### config.mk
export PLATFORM = sky130hd
export DESIGN_NAME = mgmt_top
export DESIGN_NICKNAME = d
export VERILOG_FILES = /design/src/design/mgmt_pkg.sv /design/src/design/apb_register_bank.sv /design/src/design/mgmt_bridge.sv /design/src/design/mgmt_top.sv /design/src/design/qspi_device_interface.sv
export VERILOG_INCLUDE_DIRS = /design/src /design/src/design
export SDC_FILE = /design/constraint.sdc
export NUM_CORES = 2
export LEC_CHECK = 0
export BUFFER_PORTS_ARGS = -buffer_cell sky130_fd_sc_hd__clkbuf_2
export CORE_ASPECT_RATIO = 0.9
export CORE_UTILIZATION = 65
export CTS_CLUSTER_DIAMETER = 120
export DETAILED_ROUTE_END_ITERATION = 8
export GPL_ROUTABILITY_DRIVEN = 0
export PLACE_DENSITY = 0.8
export SYNTH_ARGS = -nofsm -noshare
export SYNTH_HDL_FRONTEND = slang
export SYNTH_SLANG_ARGS = --single-unit
### constraint.sdc
create_clock -name clk -period 6.8 [get_ports clk]
set_clock_uncertainty 0.2 [all_clocks]
set_input_delay 0.68 -clock clk [delete_from_list [all_inputs] [get_ports clk]]
set_output_delay 0.68 -clock clk [all_outputs]
set_load 0.1 [all_outputs]
### src/design/mgmt_config.svh
`ifndef MGMT_CONFIG_SVH
`define MGMT_CONFIG_SVH

//////////////////////////////////////////////////////////////////////
// Management bridge build parameters

// Opcodes of the serial instruction
`define MGMT_OP_READ		8'h40
`define MGMT_OP_WRITE		8'h41

// Opcode byte plus three address bytes
`define MGMT_INSN_BYTES		4

// Register bank size in 16-bit words
`define MGMT_REG_WORDS		64

// Fixed contents of word 0
`define MGMT_ID_VALUE		16'h5A17

// Flops in each pin synchronizer
`define MGMT_SYNC_STAGES	2

`endif

### src/design/mgmt_pkg.sv
package mgmt_pkg;

	//////////////////////////////////////////////////////////////////////
	// Widths with a meaning

	// One byte of the serial stream
	typedef logic [7:0]		byte_t;

	// Byte address carried in the instruction
	typedef logic [23:0]	mgmt_addr_t;

	// APB data word and its byte strobes
	typedef logic [15:0]	reg_data_t;
	typedef logic [1:0]		reg_strb_t;

	//////////////////////////////////////////////////////////////////////
	// Bundles

	// Opcode first on the wire, so it sits in the top byte
	typedef struct packed {
		byte_t		opcode;
		mgmt_addr_t	addr;
	} qspi_insn_t;

	// Requester side of the APB link
	typedef struct packed {
		logic		psel;
		logic		penable;
		logic		pwrite;
		mgmt_addr_t	paddr;
		reg_data_t	pwdata;
		reg_strb_t	pstrb;
	} apb_req_t;

	// Completer side of the APB link
	typedef struct packed {
		logic		pready;
		reg_data_t	prdata;
	} apb_rsp_t;

	// QSPI front end FSM
	typedef enum logic [1:0] {
		ST_IDLE,
		ST_INSN,
		ST_TURN,
		ST_DATA
	} qspi_state_t;

endpackage

### src/design/apb_register_bank.sv
`timescale 1ns/1ns
`include "mgmt_config.svh"

module apb_register_bank (
	input  logic				clk,
	input  logic				reset,
	input  mgmt_pkg::apb_req_t	apb_req,
	output mgmt_pkg::apb_rsp_t	apb_rsp
);
	import mgmt_pkg::*;

	localparam int WORDS	= `MGMT_REG_WORDS;
	localparam int IDX_W	= $clog2(WORDS);

	reg_data_t			regs [WORDS];
	logic [IDX_W-1:0]	idx;
	logic				access;
	logic				wr_en;

	//////////////////////////////////////////////////////////////////////
	// Decode

	// Byte address to word index, wraps at the bank size
	assign idx		= apb_req.paddr[IDX_W:1];

	// Access phase of any transfer
	assign access	= apb_req.psel && apb_req.penable;

	// Word 0 is the identity and never takes a write
	assign wr_en	= access && apb_req.pwrite && (idx != '0);

	//////////////////////////////////////////////////////////////////////
	// Scratch registers

	always_ff @(posedge clk) begin
		if (reset) begin
			for (int i = 0; i < WORDS; i++) begin
				regs[i] <= '0;
			end
		end else if (wr_en) begin
			// Each lane follows its own strobe
			if (apb_req.pstrb[0]) begin
				regs[idx][7:0] <= apb_req.pwdata[7:0];
			end
			if (apb_req.pstrb[1]) begin
				regs[idx][15:8] <= apb_req.pwdata[15:8];
			end
		end
	end

	//////////////////////////////////////////////////////////////////////
	// Response

	// Zero wait states, ready in the first access cycle
	always_comb begin
		apb_rsp.pready = access;
		if (idx == '0) begin
			apb_rsp.prdata = `MGMT_ID_VALUE;
		end else begin
			apb_rsp.prdata = regs[idx];
		end
	end

endmodule

### src/design/mgmt_bridge.sv
`timescale 1ns/1ns
`include "mgmt_config.svh"

module mgmt_bridge (
	input  logic					clk,
	input  logic					reset,
	input  logic					start,
	input  logic					stop,
	input  logic					insn_valid,
	input  mgmt_pkg::qspi_insn_t	insn,
	input  logic					wr_valid,
	input  mgmt_pkg::byte_t			wr_data,
	output logic					rd_mode,
	input  logic					rd_ready,
	output logic					rd_valid,
	output mgmt_pkg::byte_t			rd_data,
	output mgmt_pkg::apb_req_t		apb_req,
	input  mgmt_pkg::apb_rsp_t		apb_rsp
);
	import mgmt_pkg::*;

	logic			wr_mode;
	mgmt_addr_t		rd_addr;
	mgmt_addr_t		wr_addr;
	mgmt_addr_t		rd_addr_next;
	mgmt_addr_t		wr_addr_next;
	logic			rd_first;
	logic			wr_first;
	logic			wr_half;
	byte_t			wr_lo;
	mgmt_addr_t		wr_word_addr;
	byte_t			rd_hi;

	logic			rd_fire;
	logic			wr_fire;
	logic			rd_even;
	logic			rd_odd;
	logic			wr_even;
	logic			wr_odd;
	logic			wr_flush;
	logic			apb_done;
	logic			rd_done;

	//////////////////////////////////////////////////////////////////////
	// Byte stream decode

	assign rd_fire	= rd_ready && rd_mode;
	assign wr_fire	= wr_valid && wr_mode;

	// First byte uses the instruction address as is
	assign rd_addr_next	= rd_first ? rd_addr : rd_addr + 1'b1;
	assign wr_addr_next	= wr_first ? wr_addr : wr_addr + 1'b1;

	assign rd_even	= rd_fire && !rd_addr_next[0];
	assign rd_odd	= rd_fire && rd_addr_next[0];
	assign wr_even	= wr_fire && !wr_addr_next[0];
	assign wr_odd	= wr_fire && wr_addr_next[0];

	// Lone low byte left over when chip select rises
	assign wr_flush	= stop && wr_half;

	assign apb_done	= apb_req.psel && apb_req.penable && apb_rsp.pready;
	assign rd_done	= apb_done && !apb_req.pwrite;

	//////////////////////////////////////////////////////////////////////
	// Modes and address counters

	always_ff @(posedge clk) begin
		if (reset) begin
			rd_mode		<= 1'b0;
			wr_mode		<= 1'b0;
			rd_first	<= 1'b0;
			wr_first	<= 1'b0;
			wr_half		<= 1'b0;
			rd_addr		<= '0;
			wr_addr		<= '0;
		end else begin
			if (start) begin
				rd_mode	<= 1'b0;
				wr_mode	<= 1'b0;
				wr_half	<= 1'b0;
			end else if (insn_valid) begin
				// Unknown opcodes leave both modes off
				rd_mode		<= (insn.opcode == `MGMT_OP_READ);
				wr_mode		<= (insn.opcode == `MGMT_OP_WRITE);
				rd_first	<= 1'b1;
				wr_first	<= 1'b1;
				rd_addr		<= insn.addr;
				wr_addr		<= insn.addr;
			end

			if (rd_fire) begin
				rd_first	<= 1'b0;
				rd_addr		<= rd_addr_next;
			end
			if (wr_fire) begin
				wr_first	<= 1'b0;
				wr_addr		<= wr_addr_next;
				wr_half		<= wr_even;
			end
			if (wr_flush) begin
				wr_half <= 1'b0;
			end
		end
	end

	// Low write byte and its word address wait for the pair
	always_ff @(posedge clk) begin
		if (wr_even) begin
			wr_lo			<= wr_data;
			wr_word_addr	<= wr_addr_next;
		end
		if (rd_done) begin
			rd_hi <= apb_rsp.prdata[15:8];
		end
	end

	//////////////////////////////////////////////////////////////////////
	// APB requester

	always_ff @(posedge clk) begin
		if (reset) begin
			apb_req <= '0;
		end else begin
			// Setup then access, drop once the completer is ready
			if (apb_done) begin
				apb_req.psel	<= 1'b0;
				apb_req.penable	<= 1'b0;
			end else if (apb_req.psel) begin
				apb_req.penable	<= 1'b1;
			end

			if (rd_even) begin
				apb_req.psel	<= 1'b1;
				apb_req.penable	<= 1'b0;
				apb_req.pwrite	<= 1'b0;
				apb_req.paddr	<= rd_addr_next;
				apb_req.pstrb	<= 2'b11;
			end else if (wr_odd) begin
				apb_req.psel	<= 1'b1;
				apb_req.penable	<= 1'b0;
				apb_req.pwrite	<= 1'b1;
				apb_req.paddr	<= wr_word_addr;
				apb_req.pwdata	<= {wr_data, wr_lo};
				apb_req.pstrb	<= 2'b11;
			end else if (wr_flush) begin
				// Partial word, high byte untouched
				apb_req.psel	<= 1'b1;
				apb_req.penable	<= 1'b0;
				apb_req.pwrite	<= 1'b1;
				apb_req.paddr	<= wr_word_addr;
				apb_req.pwdata	<= {8'h00, wr_lo};
				apb_req.pstrb	<= 2'b01;
			end
		end
	end

	//////////////////////////////////////////////////////////////////////
	// Read data back to the front end

	always_ff @(posedge clk) begin
		if (reset) begin
			rd_valid <= 1'b0;
		end else begin
			rd_valid <= rd_done || rd_odd;
		end
	end

	// Even byte straight from the bus, odd byte from the kept half
	always_ff @(posedge clk) begin
		if (rd_done) begin
			rd_data <= apb_rsp.prdata[7:0];
		end else if (rd_odd) begin
			rd_data <= rd_hi;
		end
	end

	// Access phase always comes out of a setup phase
	assert property (@(posedge clk) disable iff (reset)
		apb_req.penable |-> (apb_req.psel && $past(apb_req.psel)))
		else $error("penable without a preceding psel");

	// Request fields hold from setup until the completer answers
	assert property (@(posedge clk) disable iff (reset)
		(apb_req.psel && !apb_done) |=> (apb_req.psel &&
		$stable({apb_req.pwrite, apb_req.paddr, apb_req.pwdata, apb_req.pstrb})))
		else $error("APB request changed before pready");

endmodule

### src/design/mgmt_top.sv
`timescale 1ns/1ns

module mgmt_top (
	input  logic		clk,
	input  logic		reset,
	input  logic		qspi_sck,
	input  logic		qspi_cs_n,
	input  logic [3:0]	qspi_dq_in,
	output logic [3:0]	qspi_dq_out,
	output logic		qspi_dq_oe
);
	import mgmt_pkg::*;

	// Front end to bridge
	logic			start;
	logic			stop;
	logic			insn_valid;
	qspi_insn_t		insn;
	logic			wr_valid;
	byte_t			wr_data;
	logic			rd_mode;
	logic			rd_ready;
	logic			rd_valid;
	byte_t			rd_data;

	// Bridge to register bank
	apb_req_t		apb_req;
	apb_rsp_t		apb_rsp;

	//////////////////////////////////////////////////////////////////////
	// Serial front end

	qspi_device_interface u_qspi (
		.clk		(clk),
		.reset		(reset),
		.sck		(qspi_sck),
		.cs_n		(qspi_cs_n),
		.dq_in		(qspi_dq_in),
		.dq_out		(qspi_dq_out),
		.dq_oe		(qspi_dq_oe),
		.start		(start),
		.stop		(stop),
		.insn_valid	(insn_valid),
		.insn		(insn),
		.wr_valid	(wr_valid),
		.wr_data	(wr_data),
		.rd_mode	(rd_mode),
		.rd_ready	(rd_ready),
		.rd_valid	(rd_valid),
		.rd_data	(rd_data)
	);

	//////////////////////////////////////////////////////////////////////
	// Byte stream to APB

	mgmt_bridge u_bridge (
		.clk		(clk),
		.reset		(reset),
		.start		(start),
		.stop		(stop),
		.insn_valid	(insn_valid),
		.insn		(insn),
		.wr_valid	(wr_valid),
		.wr_data	(wr_data),
		.rd_mode	(rd_mode),
		.rd_ready	(rd_ready),
		.rd_valid	(rd_valid),
		.rd_data	(rd_data),
		.apb_req	(apb_req),
		.apb_rsp	(apb_rsp)
	);

	// Stand-in for the chip's register space
	apb_register_bank u_regs (
		.clk		(clk),
		.reset		(reset),
		.apb_req	(apb_req),
		.apb_rsp	(apb_rsp)
	);

endmodule

### src/design/qspi_device_interface.sv
`timescale 1ns/1ns
`include "mgmt_config.svh"

module qspi_device_interface (
	input  logic					clk,
	input  logic					reset,
	input  logic					sck,
	input  logic					cs_n,
	input  logic [3:0]				dq_in,
	output logic [3:0]				dq_out,
	output logic					dq_oe,
	output logic					start,
	output logic					stop,
	output logic					insn_valid,
	output mgmt_pkg::qspi_insn_t	insn,
	output logic					wr_valid,
	output mgmt_pkg::byte_t			wr_data,
	input  logic					rd_mode,
	output logic					rd_ready,
	input  logic					rd_valid,
	input  mgmt_pkg::byte_t			rd_data
);
	import mgmt_pkg::*;

	localparam int SYNC			= `MGMT_SYNC_STAGES;
	localparam int INSN_CNT_W	= $clog2(`MGMT_INSN_BYTES);

	logic [SYNC-1:0]		sck_sync;
	logic [SYNC-1:0]		cs_sync;
	logic [3:0]				dq_sync [SYNC];
	logic					sck_prev;
	logic					cs_prev;
	logic					sck_rise;
	logic					sck_fall;
	logic					cs_rise;
	logic					cs_fall;
	logic [3:0]				dq_s;

	qspi_state_t			state;
	logic					nib_cnt;
	logic [INSN_CNT_W-1:0]	insn_cnt;
	logic [3:0]				nib_hold;
	byte_t					rx_byte;
	logic					byte_done;
	byte_t					tx_buf;
	byte_t					tx_shift;

	//////////////////////////////////////////////////////////////////////
	// Pin synchronizers and edge detection

	// Idle levels: sck low, chip select high
	always_ff @(posedge clk) begin
		if (reset) begin
			sck_sync	<= '0;
			cs_sync		<= '1;
			sck_prev	<= 1'b0;
			cs_prev		<= 1'b1;
		end else begin
			sck_sync	<= {sck_sync[SYNC-2:0], sck};
			cs_sync		<= {cs_sync[SYNC-2:0], cs_n};
			sck_prev	<= sck_sync[SYNC-1];
			cs_prev		<= cs_sync[SYNC-1];
		end
	end

	// Data lines take the same path, so they line up with sck
	always_ff @(posedge clk) begin
		dq_sync[0] <= dq_in;
		for (int i = 1; i < SYNC; i++) begin
			dq_sync[i] <= dq_sync[i-1];
		end
	end

	assign dq_s		= dq_sync[SYNC-1];
	assign sck_rise	= sck_sync[SYNC-1] && !sck_prev;
	assign sck_fall	= !sck_sync[SYNC-1] && sck_prev;
	assign cs_fall	= !cs_sync[SYNC-1] && cs_prev;
	assign cs_rise	= cs_sync[SYNC-1] && !cs_prev;

	// High nibble held, low nibble arriving now
	assign rx_byte		= {nib_hold, dq_s};
	assign byte_done	= sck_rise && nib_cnt && (state != ST_IDLE);

	//////////////////////////////////////////////////////////////////////
	// Frame FSM

	always_ff @(posedge clk) begin
		if (reset) begin
			state		<= ST_IDLE;
			nib_cnt		<= 1'b0;
			insn_cnt	<= '0;
			dq_oe		<= 1'b0;
			start		<= 1'b0;
			stop		<= 1'b0;
			insn_valid	<= 1'b0;
			wr_valid	<= 1'b0;
			rd_ready	<= 1'b0;
		end else begin
			// Strobes are single cycle
			start		<= 1'b0;
			stop		<= 1'b0;
			insn_valid	<= 1'b0;
			wr_valid	<= 1'b0;
			rd_ready	<= 1'b0;

			if (cs_fall) begin
				state		<= ST_INSN;
				nib_cnt		<= 1'b0;
				insn_cnt	<= '0;
				start		<= 1'b1;
			end else if (cs_rise) begin
				// Frame over, release the data lines
				state		<= ST_IDLE;
				dq_oe		<= 1'b0;
				stop		<= 1'b1;
			end else begin
				if (sck_rise && (state != ST_IDLE)) begin
					nib_cnt <= !nib_cnt;
				end

				case (state)
					ST_INSN: begin
						if (byte_done) begin
							insn_cnt <= insn_cnt + 1'b1;
							if (insn_cnt == INSN_CNT_W'(`MGMT_INSN_BYTES - 1)) begin
								insn_valid	<= 1'b1;
								state		<= ST_TURN;
							end
						end
					end
					ST_TURN: begin
						// rd_mode settles one cycle after insn_valid
						if (!insn_valid && !dq_oe) begin
							if (rd_mode) begin
								dq_oe		<= 1'b1;
								rd_ready	<= 1'b1;
							end else begin
								// Writes have no turnaround byte
								state		<= ST_DATA;
							end
						end
						// End of the dummy byte, first data byte begins
						if (byte_done && dq_oe) begin
							state		<= ST_DATA;
							rd_ready	<= 1'b1;
						end
					end
					ST_DATA: begin
						if (byte_done) begin
							if (rd_mode) begin
								rd_ready <= 1'b1;
							end else begin
								wr_valid <= 1'b1;
							end
						end
					end
					default: begin
					end
				endcase
			end
		end
	end

	//////////////////////////////////////////////////////////////////////
	// Shift registers

	always_ff @(posedge clk) begin
		if (sck_rise && !nib_cnt) begin
			nib_hold <= dq_s;
		end

		// Instruction bytes shift in from the bottom
		if (byte_done && (state == ST_INSN)) begin
			insn <= {insn[$bits(qspi_insn_t)-9:0], rx_byte};
		end
		if (byte_done && (state == ST_DATA)) begin
			wr_data <= rx_byte;
		end

		// Prefetched byte waits here until its byte slot opens
		if (rd_valid) begin
			tx_buf <= rd_data;
		end

		// High nibble on the first falling edge, low on the second
		if (byte_done && dq_oe) begin
			tx_shift <= tx_buf;
		end else if (sck_fall && dq_oe && (state == ST_DATA)) begin
			dq_out		<= tx_shift[7:4];
			tx_shift	<= {tx_shift[3:0], 4'h0};
		end
	end

	// Instruction completes only from the instruction phase
	assert property (@(posedge clk) disable iff (reset)
		insn_valid |-> ($past(state) == ST_INSN))
		else $error("insn_valid outside the instruction phase");

endmodule

* Word level (Yosys, flattened, before mapping)
Memory sizes are Yosys's and may differ from the RTL's. A register that Yosys moved wholly into a read port is not among the register bits. Index checks and enable logic that the tools add are counted.
Storage, ports and cells: register bits 211, bits in latches 0, memory bits (writable) 1032, bits in read-only memories 0, input bits 8, output and inout bits 5, word-level logic and storage cells 197, memories kept 2
Memory list:
- u_regs.regs | words 64, width 16, rd ports 1, clocked after Yosys merged registers in 1, wr ports 64, RTL line apb_register_bank.sv:15 | reg_data_t regs [WORDS];
- u_qspi.dq_sync | words 2, width 4, rd ports 2, clocked after Yosys merged registers in 0, wr ports 2, RTL line qspi_device_interface.sv:30 | logic [3:0] dq_sync [SYNC];
Cells by class: add/sub/neg operators 3, multiply operators 0, div/mod/pow operators 0, $lt $le $gt $ge 0, equal/unequal tests 16, shift operators 0, mux-type cells 56, bitwise operators 8, reductions and logical operators 73
Operators by type and width (count):
- two-way mux 24 bit | 6
- two-way mux 45 bit | 2
- adder 24 x 1 -> 24 bit, second input constant | 2
- two-way mux 8 bit | 5
- two-way mux 1 bit | 29
- two-way mux 27 bit | 1
- logical AND 1 bit | 25
- nonzero test 2 bit | 11
- two-way mux 6 bit | 3
- == test 8 x 7 -> 1 bit, second input constant | 2
- two-way mux 16 bit | 1
- OR reduction 16 bit | 1
- OR reduction 5 bit | 3
- two-way mux 2 bit | 7
- AND reduction 2 bit | 6
- OR reduction 2 bit | 6
- logical NOT 1 bit | 10
- AND reduction 5 bit | 2
- != test 2 x 1 -> 1 bit, second input constant | 4
- != test 4 x 1 -> 1 bit, second input constant | 2
- inverter 1 bit | 8
- nonzero test 4 bit | 2
- == test 2 bit, second input constant | 3
- logical NOT 6 bit | 1
- 14 further kinds | 14

* Depth between registers and ports, before layout
depth in word-level cells 9, gate-level depth with buffers 9

* By module
A second synthesis with hierarchy kept.
Unflattened totals: cell total of the unflattened synthesis 4273, area, all modules 57201.1 um^2
Modules (own cells, without submodules):
- apb_register_bank | instances 1, cells each 3370, area each 47296.6 um^2, seq. area each 30509.3 um^2
- mgmt_bridge | instances 1, cells each 737, area each 6926.6 um^2, seq. area each 3423.3 um^2
- qspi_device_interface | instances 1, cells each 166, area each 2977.9 um^2, seq. area each 2422.3 um^2

* Least setup slack after synthesis
No wires, ideal clock.
kind in2reg, start point in reset, end point mem u_regs.regs[54][10] (netlist bit) (enable), arrival time 2.107 ns, required time 6.291 ns, slack 4.184 ns, cell stages on the path 6, path buffers 1, cell sequence clkbuf_1 > nand4b_1 > nor3b_1 > nand3_1 > nor2_1 > or2_2
RTL lines:
- from (decl) | RTL line mgmt_top.sv:5 | input logic reset,
- to (decl) | RTL line apb_register_bank.sv:15

==> impl_metrics.ini <==
[drt]
dr.pass1.iters = 6
drc = 0
via_per_inst = 6.58
wirelength_mm = 130
drt-initial-drc-count = 4260
avgRoutedWirePerCell_um = 28.1
drtAntennaViolNets = 0
detailroute.via_count = 30400

[floorplan]
ioPinCount = 13
die_h_um = 274
initial_utilization_pct = 65.7
die_area_mm2 = 0.0832
rows = 99
dieWidth_um = 304
core-area_mm2 = 0.0811

[timing]
finalSetupViolCount = 0
rsz0062_at_grt = false
min_period_ns = 3.86
slew_viol_final = 0
fin_crit_sh_pct = 56.7
whs_ns = 0.0462
final.setup.tns_ns = 0
hold_viol_final = 0
worstMarginPinSlew_ns = 1.45
max_clock_freq_mhz = 259
relSlewSlack_pct = 3.33

[clock_network]
clk_pin_slew_ns = 0.06
cts_resized = 0
cts_max_level = 3
cts_root_buffer = clkbuf_16
max-clock-path-buffers = 3
clock_latency_ns = 0.70
cts_sinks = 1196
cts_inserted_buffers = 113
cts_tree = built

[pwr]
powerDensity_mw_per_mm2 = 259
vdd.ir_drop.worst_v = 0.000230
p_leak_nw = 20.1

[run]
cap_violations = 0

[setup_path]
critPathKind = in2reg
cp.required_ns = 6.98
arrival_ns = 4.03
crit_path_end_kind = flip-flop
path_max_fanout = 86
worstSetupStartpointType = primary input

[grt]
grt-ovfl-total = 0
grt_start_max_net_pins = 87
antenna_found_initial = 1
grt_usage_pct = 31.8
grt_pass1_wl_mm = 194
grt_pass1_vias = 29900

[synth]
postSynthCellCount = 3513
seq_area_frac_synth_pct = 65.9
yosysMostFrequentCell = edfxtp_1
ys_async_sr_fraction_pct = 0
syn_area_per_cell_um2 = 15.2
synth_warnings = 0
ys.flop_type = edfxtp_1
yosysTopAreaCellShare_pct = 63.0
synth_seq_cells = 1196
synth_edf_count = 1118
netlist_area_mm2 = 0.0533
synthTopCellsByCount = 1118 x edfxtp_1, 1017 x and2_1, 268 x mux4_2
yosysUniqueCellTypes = 57
yosys-top-cells-area = edfxtp_1 63%, and2_1 12%, mux4_2 11%
synth_top_area_cell = edfxtp_1

[placement]
io_buffers = 12
hpwl_mm = 80.7
dpl.cell_count = 4400

[finish]
drive_gt1_share_pct = 18.6
final_cells = 4613
syn_to_final_growth_pct = 8.37
nets = 3477

[run_status]
outcome = finished clean

[min_path]
hp-class = in2reg
==> power breakdown <==
part	total (mW)	switching [mW]	internal, mW
sequential	8.32	0.0901	8.23
clock	6.26	2.73	3.53
combinational	0.367	0.227	0.139
==> placed cells by master, fill, tap and decap left out, drive strengths merged, types with 16 or more instances in the layout <==
master,instances
a22oi,58
and2,1017
nor2b,19
conb,16
or2,129
edfxtp,1118
nand3,22
mux4,268
clkbuf,155
o21ai,23
a211oi,20
dfxtp,78
nor2,184
mux2i,45
clkinv,50
nor3,24
inv,19
a21oi,30
buf,45
nand2,67
==> through the flow <==
step | power [mW] | worst slack (ns) | area (um^2) | utilization [%]
after detailed placement | 8.83 | 2.43 | 54100 | 66.7
after floorplan | 8.69 | 4.18 | 53400 | -
after global placement | 8.80 | 2.50 | 54100 | 66.7
after CTS | 15.0 | 3.08 | 57800 | 71.2
after global routing | 15.3 | 2.89 | 57800 | 71.2
final | 14.9 | 2.94 | 57800 | 71.2
==> state kept, by name, summed over array words and instances (netlist names), 2 cells and up, named ones only <==
| register | flops |
|---|---|
| u_regs.regs | 1024 |
| u_qspi.insn | 32 |
| u_bridge.apb_req | 27 |
| u_bridge.rd_data | 8 |
| u_bridge.rd_hi | 8 |
| u_bridge.wr_lo | 8 |
| u_qspi.dq_sync | 8 |
| u_qspi.tx_buf | 8 |
| u_qspi.tx_shift | 8 |
| u_qspi.wr_data | 8 |
| u_bridge.rd_addr | 7 |
| u_bridge.wr_addr | 7 |
| u_bridge.wr_word_addr | 6 |
| u_qspi.dq_out | 4 |
| u_qspi.nib_hold | 4 |
| u_qspi.cs_sync | 2 |
| u_qspi.insn_cnt | 2 |
| u_qspi.sck_sync | 2 |
| u_qspi.state | 2 |
==> layout make-up <==
| cell class | instances | area (um^2) |
|---|---|---|
| Sequential cell | 1196 | 35200 |
| Clock buffer | 144 | 3150 |
| Multi-Input combinational cell | 2070 | 17100 |
| Clock inverter | 62 | 510 |
| Timing Repair Buffer | 61 | 472 |
| Antenna cell | 2 | 5.00 |
| Tap cell | 1060 | 1330 |
| Fill cell | 4923 | 23300 |
| Inverter | 18 | 67.6 |
==> cell families after synthesis <==
| logic type | Yosys count | share of synthesized area (%) |
|---|---|---|
| fa+ha+maj | 9 | 0.211 |
| xor+xnor | 15 | 0.246 |
| compound gates | 195 | 2.54 |
| buf+inv | 262 | 2.20 |
| mux | 320 | 12.3 |
| other cells | 1 | 0.00703 |
| simple gates | 1515 | 16.6 |
| flops | 1196 | 65.9 |
==> path summary, 6_finish.rpt <==
kind | slack (ns) | startpoint | cells after the start | end
max reg2reg | 3.00 | u_bridge.apb_req[44] | 5 | u_regs.regs[53][14]
min | 0.05 | qspi_sck | 2 | u_qspi.sck_sync[0]
max | 2.94 | reset | 6 | u_regs.regs[53][14]
min reg2reg | 0.13 | u_qspi.dq_sync[0][0] | 0 | u_qspi.dq_sync[0][4]
==> worst max-delay path, cell delays in order <==
cell	delay (ns)
buf_6	0.30
nand4b_1	0.32
nor3b_1	1.18
nand3_1	0.67
nor2_1	0.54
or2_2	0.32
==> layer usage <==
metal  part of all wire, %  routed length (um)  global-route usage [%]  up-vias
met3                    11               14100                    6.13      331
met4                   4.7                6080                    14.4        2
li1                      -                   -                       -    12800
met1                    38               48800                    44.4    15300
met5                0.0062                   8                       0        -
met2                    47               60800                    49.3     1864
==> repair_timing <==
action	CTS	global route
hold buffers	5	0
buffers inserted	0	0
endpoints found under the hold margin	5	0
Note: power is estimated with default switching activity, not from simulation.
